===== config.mk =====
export PLATFORM = sky130hd
export DESIGN_NAME = cfgLoaderTop
export DESIGN_NICKNAME = d
export VERILOG_FILES = /design/src/hdl/cfgLoaderPkg.sv /design/src/hdl/uartRx.sv /design/src/hdl/frameCtrl.sv /design/src/hdl/payloadPacker.sv /design/src/hdl/cfgLoaderTop.sv
export VERILOG_INCLUDE_DIRS = /design/src /design/src/include
export SDC_FILE = /design/constraint.sdc
export NUM_CORES = 1
export LEC_CHECK = 0
export BUFFER_PORTS_ARGS = -buffer_cell sky130_fd_sc_hd__buf_4
export CAP_MARGIN = 10
export CORE_MARGIN = 5
export CORE_UTILIZATION = 40
export CTS_CLUSTER_SIZE = 40
export DETAILED_ROUTE_END_ITERATION = 16
export GPL_TIMING_DRIVEN = 0
export PLACE_DENSITY = 0.7
export SKIP_CTS_REPAIR_TIMING = 1
export SLEW_MARGIN = 20
export SYNTH_ARGS = -nofsm -noshare
export SYNTH_HDL_FRONTEND = slang
export SYNTH_SLANG_ARGS = --single-unit

===== constraint.sdc =====
create_clock -name CLK -period 2.9 [get_ports CLK]
set_clock_uncertainty 0.2 [all_clocks]
set_input_delay 0.145 -clock CLK [delete_from_list [all_inputs] [get_ports CLK]]
set_output_delay 0.145 -clock CLK [all_outputs]
set_load 0.02 [all_outputs]

===== src/include/cfgLoader_cfg.svh =====
`ifndef CFGLOADER_CFG_SVH
`define CFGLOADER_CFG_SVH

// clock cycles per serial bit
// simulation value, real use is clock frequency / baud rate
`define CFG_COM_RATE 16

// idle cycles after a byte before the frame is dropped
// must stay above one byte time (10 bits)
`define CFG_TIMEOUT_CYCLES 400

// header ID, sent as 00 then AA then FF
`define CFG_FRAME_ID 24'h00AAFF

// command codes that open a payload phase (bit 7 is the hex flag)
`define CFG_CMD_A 7'd1
`define CFG_CMD_B 7'd2

`endif


===== src/hdl/cfgLoaderPkg.sv =====
`default_nettype none

package cfgLoaderPkg;

    typedef logic [7:0]  byteT;
    typedef logic [3:0]  nibbleT;
    typedef logic [31:0] wordT;
    typedef logic [23:0] frameIdT;
    typedef logic [7:0]  cmdT;       // bit 7 selects ASCII hex payload
    typedef logic [1:0]  wordSlotT;  // byte position inside the word

    // one received UART byte, data valid while strobe is high
    typedef struct packed {
        byteT data;
        logic strobe;
    } rxByteT;

    typedef enum logic [1:0] {
        rxIdle,
        rxStart,
        rxData,
        rxStop
    } rxStateT;

    typedef enum logic [2:0] {
        frIdle,
        frId1,
        frId2,
        frCommand,
        frEval,
        frData
    } frameStateT;

endpackage

`default_nettype wire


===== src/hdl/uartRx.sv =====
`timescale 1ns/1ps
`default_nettype none

`include "cfgLoader_cfg.svh"

module uartRx
    import cfgLoaderPkg::*;
(
    input  logic   CLK,
    input  logic   resetn,
    input  logic   Rx,
    output rxByteT rxByte
);

    localparam int RateW      = $clog2(`CFG_COM_RATE);
    localparam int FullReload = `CFG_COM_RATE - 1;
    localparam int HalfReload = `CFG_COM_RATE / 2 - 1;

    logic [1:0]       rxSync;
    logic             rxBit;
    logic [RateW-1:0] baudCnt;
    logic             baudTick;
    logic [2:0]       bitCnt;
    rxStateT          rxState;
    byteT             shiftReg;
    logic             byteStrobe;

    // two-flop synchronizer, line idles high
    always_ff @(posedge CLK or negedge resetn) begin
        if (!resetn) begin
            rxSync <= 2'b11;
        end else begin
            rxSync <= {rxSync[0], Rx};
        end
    end

    assign rxBit = rxSync[1];

    // baud timer
    // held at half a period while idle so the first tick lands mid start bit
    assign baudTick = (baudCnt == '0);

    always_ff @(posedge CLK or negedge resetn) begin
        if (!resetn) begin
            baudCnt <= '0;
        end else if (rxState == rxIdle) begin
            baudCnt <= RateW'(HalfReload);
        end else if (baudTick) begin
            baudCnt <= RateW'(FullReload);
        end else begin
            baudCnt <= baudCnt - RateW'(1);
        end
    end

    always_ff @(posedge CLK or negedge resetn) begin
        if (!resetn) begin
            rxState    <= rxIdle;
            bitCnt     <= '0;
            byteStrobe <= 1'b0;
        end else begin
            byteStrobe <= 1'b0;
            case (rxState)
                rxIdle: begin
                    if (!rxBit) rxState <= rxStart;  // start edge
                end
                rxStart: begin
                    if (baudTick) begin
                        rxState <= rxData;
                        bitCnt  <= '0;
                    end
                end
                rxData: begin
                    if (baudTick) begin
                        bitCnt <= bitCnt + 3'd1;
                        if (bitCnt == 3'd7) rxState <= rxStop;
                    end
                end
                rxStop: begin
                    // stop level is not checked
                    if (baudTick) begin
                        rxState    <= rxIdle;
                        byteStrobe <= 1'b1;
                    end
                end
                default: rxState <= rxIdle;
            endcase
        end
    end

    // LSB first, so shift in from the top
    always_ff @(posedge CLK) begin
        if (rxState == rxData && baudTick) shiftReg <= {rxBit, shiftReg[7:1]};
    end

    assign rxByte = '{data: shiftReg, strobe: byteStrobe};

    // stop state is left on the same tick that fires the strobe
    strobeSingle: assert property (
        @(posedge CLK) disable iff (!resetn) rxByte.strobe |=> !rxByte.strobe
    );

endmodule

`default_nettype wire


===== src/hdl/frameCtrl.sv =====
`timescale 1ns/1ps
`default_nettype none

`include "cfgLoader_cfg.svh"

module frameCtrl
    import cfgLoaderPkg::*;
(
    input  logic   CLK,
    input  logic   resetn,
    input  rxByteT rxByte,
    output cmdT    command,
    output logic   dataPhase
);

    localparam int TimerW      = $clog2(`CFG_TIMEOUT_CYCLES);
    localparam int TimerReload = `CFG_TIMEOUT_CYCLES - 1;

    frameStateT        frameState;
    frameIdT           idReg;
    cmdT               cmdReg;
    logic [TimerW-1:0] idleTimer;
    logic              timedOut;
    logic              frameOk;

    // header ID bytes, first one arrives while still idle
    always_ff @(posedge CLK) begin
        if (rxByte.strobe) begin
            case (frameState)
                frIdle:  idReg[23:16] <= rxByte.data;
                frId1:   idReg[15:8]  <= rxByte.data;
                frId2:   idReg[7:0]   <= rxByte.data;
                default: idReg        <= idReg;
            endcase
        end
    end

    always_ff @(posedge CLK or negedge resetn) begin
        if (!resetn) begin
            cmdReg <= '0;
        end else if (rxByte.strobe && frameState == frCommand) begin
            cmdReg <= rxByte.data;
        end
    end

    assign command = cmdReg;

    // only the low seven bits name the command
    assign frameOk = (idReg == `CFG_FRAME_ID)
                  && (cmdReg[6:0] == `CFG_CMD_A || cmdReg[6:0] == `CFG_CMD_B);

    // inactivity timer, restarted by every byte
    always_ff @(posedge CLK or negedge resetn) begin
        if (!resetn) begin
            idleTimer <= '0;
        end else if (rxByte.strobe) begin
            idleTimer <= TimerW'(TimerReload);
        end else if (frameState != frIdle && idleTimer != '0) begin
            idleTimer <= idleTimer - TimerW'(1);
        end
    end

    // a byte landing on the last count still counts as activity
    assign timedOut = (frameState != frIdle) && (idleTimer == '0) && !rxByte.strobe;

    always_ff @(posedge CLK or negedge resetn) begin
        if (!resetn) begin
            frameState <= frIdle;
        end else if (timedOut) begin
            frameState <= frIdle;
        end else begin
            case (frameState)
                frIdle: begin
                    if (rxByte.strobe) frameState <= frId1;
                end
                frId1: begin
                    if (rxByte.strobe) frameState <= frId2;
                end
                frId2: begin
                    if (rxByte.strobe) frameState <= frCommand;
                end
                frCommand: begin
                    if (rxByte.strobe) frameState <= frEval;
                end
                frEval: begin
                    frameState <= frameOk ? frData : frIdle;
                end
                frData: begin
                    frameState <= frData;  // left only by timeout
                end
                default: frameState <= frIdle;
            endcase
        end
    end

    assign dataPhase = (frameState == frData);

    evalOneCycle: assert property (
        @(posedge CLK) disable iff (!resetn) frameState == frEval |=> frameState != frEval
    );

endmodule

`default_nettype wire


===== src/hdl/payloadPacker.sv =====
`timescale 1ns/1ps
`default_nettype none

module payloadPacker
    import cfgLoaderPkg::*;
(
    input  logic   CLK,
    input  logic   resetn,
    input  rxByteT rxByte,
    input  cmdT    command,
    input  logic   dataPhase,
    output wordT   WriteData,
    output logic   WriteStrobe
);

    logic     hexMode;
    logic     byteIn;
    logic     charValid;
    nibbleT   charNibble;
    logic     highPending;
    nibbleT   highNibble;
    logic     byteReady;
    byteT     newByte;
    wordSlotT wordSlot;
    wordT     wordBuf;

    function automatic logic isHex(input byteT c);
        return c inside {[8'h30:8'h39], [8'h41:8'h46], [8'h61:8'h66]};
    endfunction

    function automatic nibbleT hexNibble(input byteT c);
        // letters of either case: low bits plus nine
        return c[6] ? c[3:0] + 4'd9 : c[3:0];
    endfunction

    assign hexMode    = command[7];
    assign byteIn     = rxByte.strobe && dataPhase;
    assign charValid  = isHex(rxByte.data);
    assign charNibble = hexNibble(rxByte.data);

    // nibble pairing, a bad character starts over with a new high nibble
    always_ff @(posedge CLK or negedge resetn) begin
        if (!resetn) begin
            highPending <= 1'b0;
        end else if (!dataPhase) begin
            highPending <= 1'b0;
        end else if (byteIn && hexMode) begin
            if (!charValid) begin
                highPending <= 1'b0;
            end else begin
                highPending <= !highPending;
            end
        end
    end

    always_ff @(posedge CLK) begin
        if (byteIn && hexMode && charValid && !highPending) highNibble <= charNibble;
    end

    // one formed byte: a closed hex pair, or any raw byte in binary mode
    assign byteReady = byteIn && (!hexMode || (charValid && highPending));
    assign newByte   = hexMode ? {highNibble, charNibble} : rxByte.data;

    // MSB first, older bytes move up
    always_ff @(posedge CLK) begin
        if (byteReady) wordBuf <= {wordBuf[23:0], newByte};
    end

    always_ff @(posedge CLK or negedge resetn) begin
        if (!resetn) begin
            wordSlot    <= '0;
            WriteData   <= '0;
            WriteStrobe <= 1'b0;
        end else begin
            WriteStrobe <= 1'b0;
            if (!dataPhase) begin
                wordSlot <= '0;  // partial word dropped
            end else if (byteReady) begin
                wordSlot <= wordSlot + 2'd1;
                if (wordSlot == 2'd3) begin
                    WriteData   <= {wordBuf[23:0], newByte};
                    WriteStrobe <= 1'b1;
                end
            end
        end
    end

    // words only come out of an accepted frame
    strobeInData: assert property (
        @(posedge CLK) disable iff (!resetn) WriteStrobe |-> (dataPhase || $fell(dataPhase))
    );

endmodule

`default_nettype wire


===== src/hdl/cfgLoaderTop.sv =====
`timescale 1ns/1ps
`default_nettype none

module cfgLoaderTop
    import cfgLoaderPkg::*;
(
    input  logic CLK,
    input  logic resetn,
    input  logic Rx,
    output wordT WriteData,
    output logic WriteStrobe,
    output logic ComActive,
    output cmdT  Command
);

    rxByteT rxByte;  // shared by frame control and packer

    uartRx uartRx_i (
        .CLK    (CLK),
        .resetn (resetn),
        .Rx     (Rx),
        .rxByte (rxByte)
    );

    frameCtrl frameCtrl_i (
        .CLK       (CLK),
        .resetn    (resetn),
        .rxByte    (rxByte),
        .command   (Command),
        .dataPhase (ComActive)
    );

    payloadPacker payloadPacker_i (
        .CLK         (CLK),
        .resetn      (resetn),
        .rxByte      (rxByte),
        .command     (Command),
        .dataPhase   (ComActive),
        .WriteData   (WriteData),
        .WriteStrobe (WriteStrobe)
    );

endmodule

`default_nettype wire


==> impl_results.rst <==
.. list-table::
   :header-rows: 1

   * - Metric
     - Value
   * - Overflow left after global routing
     - 0
   * - Core occupancy in the finished layout
     - 50.0%
   * - Multiplexer share of the synthesized area
     - 11.2%
   * - Avg WL per Cell
     - 15.4 um
   * - Post-Route WL
     - 9.41 mm
   * - Total setup violations reported at the end of the flow
     - 0
   * - Count of antenna diodes in the layout
     - 0
   * - Largest family of logic cells by synthesized area
     - multiplexers
   * - WP data required
     - 2.99 ns
   * - Synth top area cells
     - sky130_fd_sc_hd__edfxtp_1 (34%), sky130_fd_sc_hd__dfrtp_1 (31%), sky130_fd_sc_hd__mux2_4 (8.3%)
   * - Cell chosen for the clock root
     - sky130_fd_sc_hd__clkbuf_16
   * - Critical path type
     - flip-flop to flip-flop
   * - Final Non-Filler Cells
     - 610
   * - Post-synthesis xor/xnor area fraction
     - 2.33%
   * - Nets
     - 437
   * - Area fraction in and, or, nand and nor cells after synthesis
     - 9.73%
   * - Number of top-level pins
     - 45
   * - Cell count of the worst reg-to-reg path
     - 8
   * - Number of max-slew violations in the final report
     - 0
   * - Static Leak
     - 2.82 nW
   * - Final WS setup
     - 0.108 ns
   * - Count of vias placed by the detailed router
     - 3003
   * - Average footprint of a synthesized cell
     - 15.2 um^2
   * - Worst Max-Slew Pin Slew
     - 0.878 ns
   * - H-tree Lvls
     - 4
   * - Vias per cell
     - 4.92
   * - Final weighted congestion of routability-driven global placement
     - 0.786
   * - Post-Synthesis Cells
     - 348
   * - Antenna violation net count after detailed routing
     - 0
   * - Global-route wire length before repair
     - 15.8 mm
   * - Proportion of layout cells with a drive suffix above 1
     - 33.2%
   * - Flip-flop and latch count after synthesis
     - 128
   * - Cell type contributing the most total cell area after synthesis
     - sky130_fd_sc_hd__edfxtp_1
   * - RR Startpoint
     - uartRx_i.shiftReg[1]
   * - Normalized max-slew margin
     - 41.5%
   * - MaxCap Viol Count
     - 0
   * - Hold worst-path end
     - uartRx_i.rxSync[1]
   * - Total number of clock tree sinks
     - 128
   * - Synthesized netlist net count
     - 364
   * - Most common cell after layout, fill and taps aside
     - sky130_fd_sc_hd__dfrtp_1
   * - Ratio of final minimum period to clock period
     - 96.3%
   * - Initial standard-cell utilization of the core
     - 40.3%
   * - Clock-pin transition on the worst setup and hold timing paths
     - 0.05 ns
   * - CTS tree
     - done
   * - Hold violation total from the final report
     - 0
   * - Max stage delay cell, worst path
     - sky130_fd_sc_hd__or4b_4
   * - Number of instances on the worst hold path
     - 0
   * - Register-to-register setup slack
     - 0.11 ns
   * - Number of unique standard cell types used by synthesis
     - 50
   * - Relative area change from synthesis to final layout
     - 24.1%
   * - Critical path peak fanout
     - 5
   * - Number of buffer and inverter instances along the worst setup path
     - 2
   * - Largest delay contributor family on the critical path
     - simple AND/OR/NAND/NOR gates
   * - Total clock buffers created by CTS
     - 17
   * - Area share of the leading cell type in the synthesized netlist
     - 34.2%
   * - Full die area
     - 15600 um^2
   * - Seq/Total Area, Yosys
     - 66.5%
   * - Final Critical Period
     - 2.79 ns
   * - Number of rows in the core area
     - 42
   * - Horiz. Die Dim
     - 125 um
   * - Count of TritonRoute iterations in the first routing pass
     - 4
   * - Async set-or-reset flop fraction in the synthesized netlist
     - 53.1%
   * - DP Worst Slack
     - -0.449 ns
   * - Synthesized cell area
     - 5270 um^2
   * - Highest achievable clock rate
     - 358 MHz
   * - Maximum buffer depth of the clock tree
     - 2
   * - Die boundary height
     - 125 um
   * - Complex-gate fraction of the synthesized area
     - 4.44%
   * - Number of antenna violations at the first check in global routing
     - 0
   * - Cell Pwr Density
     - 631 nW/um^2
   * - Clock latency of the later-clocked register in the worst-skew pair
     - 0.41 ns
   * - Port Buffer Count
     - 44
   * - FF-to-FF End
     - payloadPacker_i.WriteData[1]
   * - Cells traversed along the worst timing path
     - inv_1 > ha_1 > nor2_1 > o31a_1 > or4b_4 > o22ai_4 > buf_4 > mux2_2
   * - Total negative slack for setup checks
     - 0 ns
   * - Setup crit end kind
     - flip-flop
   * - Adder and majority gate portion of the synthesized area
     - 3.08%
   * - CP Launch Type
     - flip-flop
   * - Remaining DRCs
     - 0
   * - Largest net degree at the start of global routing
     - 69
   * - Primary FF master, synth
     - sky130_fd_sc_hd__dfrtp_1
   * - Hold Crit Class
     - flip-flop to flip-flop
   * - IR Drop Worst-Case VDD
     - 0.000688 V
   * - Most used cells in the layout excluding fill and tap cells
     - sky130_fd_sc_hd__dfrtp_1 (66), sky130_fd_sc_hd__edfxtp_1 (60), sky130_fd_sc_hd__buf_4 (52), sky130_fd_sc_hd__mux2_4 (29), sky130_fd_sc_hd__nand2_1 (22)
   * - WP data arrival
     - 2.88 ns
   * - Synth warnings
     - 0
   * - Total instance count after detailed placement
     - 568
   * - Vias in the first global route
     - 3128
   * - Standard cell core area
     - 13100 um^2
   * - Post-route total power
     - 4.13 mW
   * - Count of routing violations after the opening detailed-route iteration
     - 224
   * - GRT Util Overall
     - 12.7%
   * - Placed wire-length estimate after detailed placement
     - 6.29 mm
   * - Worst path max stage delay
     - 0.53 ns
   * - Status
     - finished, final reports clean
   * - Number of enable-type register cells in the synthesized netlist
     - 60
   * - Worst Hold Launch
     - uartRx_i.rxSync[0]
==> power by group <==
part           total, mW  leakage [nW]  switching, mW  internal (mW)
sequential          1.89          1.46       0.000845           1.89
combinational     0.0220          1.06         0.0186        0.00344
clock               2.22         0.302          0.760           1.46
total               4.13          2.82          0.779           3.35
==> registers in the layout, summed over array words and instances (netlist names), 4 cells and up <==
| register | flops |
|---|---|
| uartRx_i.shiftReg | 8 |
| uartRx_i.baudCnt | 4 |
| frameCtrl_i.idReg | 24 |
| payloadPacker_i.WriteData | 32 |
| payloadPacker_i.wordBuf | 24 |
| frameCtrl_i.idleTimer | 9 |
| payloadPacker_i.highNibble | 4 |
| frameCtrl_i.command | 8 |
==> logic make-up (layout without fill, tap and decap cells) <==
family	Yosys count	after routing
buffers and inverters	23	109
and+or+nand+nor	92	92
xor gates and xnor gates	14	14
AOI/OAI and AO/OA	35	35
DFF	128	128
muxes	43	43
adders and majority gates	13	13
==> layer usage <==
metal  vias to the layer above  GRT usage (%)  wire, um
met5                         -              0         0
met4                         0           4.21       116
met3                        12           4.16       376
met2                        54           21.1      4720
met1                      1519           15.7      4200
li1                       1418              -         -
==> cell usage after synthesis (all sizes together) (2+ instances only) <==
cell,count
a21o,2
a21oi,8
a22o,2
a31oi,2
and2,5
buf,5
clkbuf,7
dfrtp,66
dfstp,2
edfxtp,60
ha,13
inv,11
mux2,42
nand2,22
nand2b,6
nand3,11
nand4,4
nand4b,3
nor2,14
nor2b,3
nor3,3
nor3b,3
nor4,4
o211ai,2
o21ai,11
o31ai,2
or2,2
or3,3
or3b,3
or4b,2
xnor2,7
xor2,7
==> worst max-delay path by stage <==
| stage | startpoint | to | slack, ns | cells past startpoint |
|---|---|---|---|---|
| 6_report | uartRx_i.shiftReg[1] | payloadPacker_i.WriteData[1] | 0.11 | 8 |
| 2_1_floorplan | uartRx_i.shiftReg[0] | payloadPacker_i.wordBuf[0] | 0.13 | 6 |
| 4_1_cts | uartRx_i.shiftReg[0] | payloadPacker_i.wordBuf[7] | -0.50 | 6 |
| 5_1_grt | uartRx_i.shiftReg[1] | payloadPacker_i.WriteData[0] | -0.01 | 8 |
| 3_5_place_dp | uartRx_i.shiftReg[0] | payloadPacker_i.wordBuf[20] | -0.45 | 6 |
| 3_3_place_gp | uartRx_i.shiftReg[0] | payloadPacker_i.wordBuf[0] | -0.43 | 6 |
==> through the flow <==
stage                     hold slack [ns]  cell area, um^2
final                               0.160             6550
after global routing                0.166             6550
after CTS                          -0.371             6450
after detailed placement           0.0562             5830
after global placement             0.0568             5830
after floorplan                    -0.351             5280
==> layout make-up <==
type | instances | area, um^2
clock inverter | 14 | 189
timing repair buffer | 54 | 410
sequential | 128 | 3510
multi-input combinational | 197 | 1640
tap | 176 | 220
buffer | 12 | 103
inverter | 11 | 41.3
fill | 1068 | 6540
clock buffer | 18 | 439
==> worst register-to-register path: cells and delay by family (launching register included) <==
family | cells | cell delay (ns)
simple gates | 2 | 0.58
buf+inv | 2 | 0.38
compound gates | 2 | 0.55
flops | 1 | 0.44
mux | 1 | 0.33
fa+ha+maj | 1 | 0.20
No activity file was read; power rests on OpenSTA's default activity.
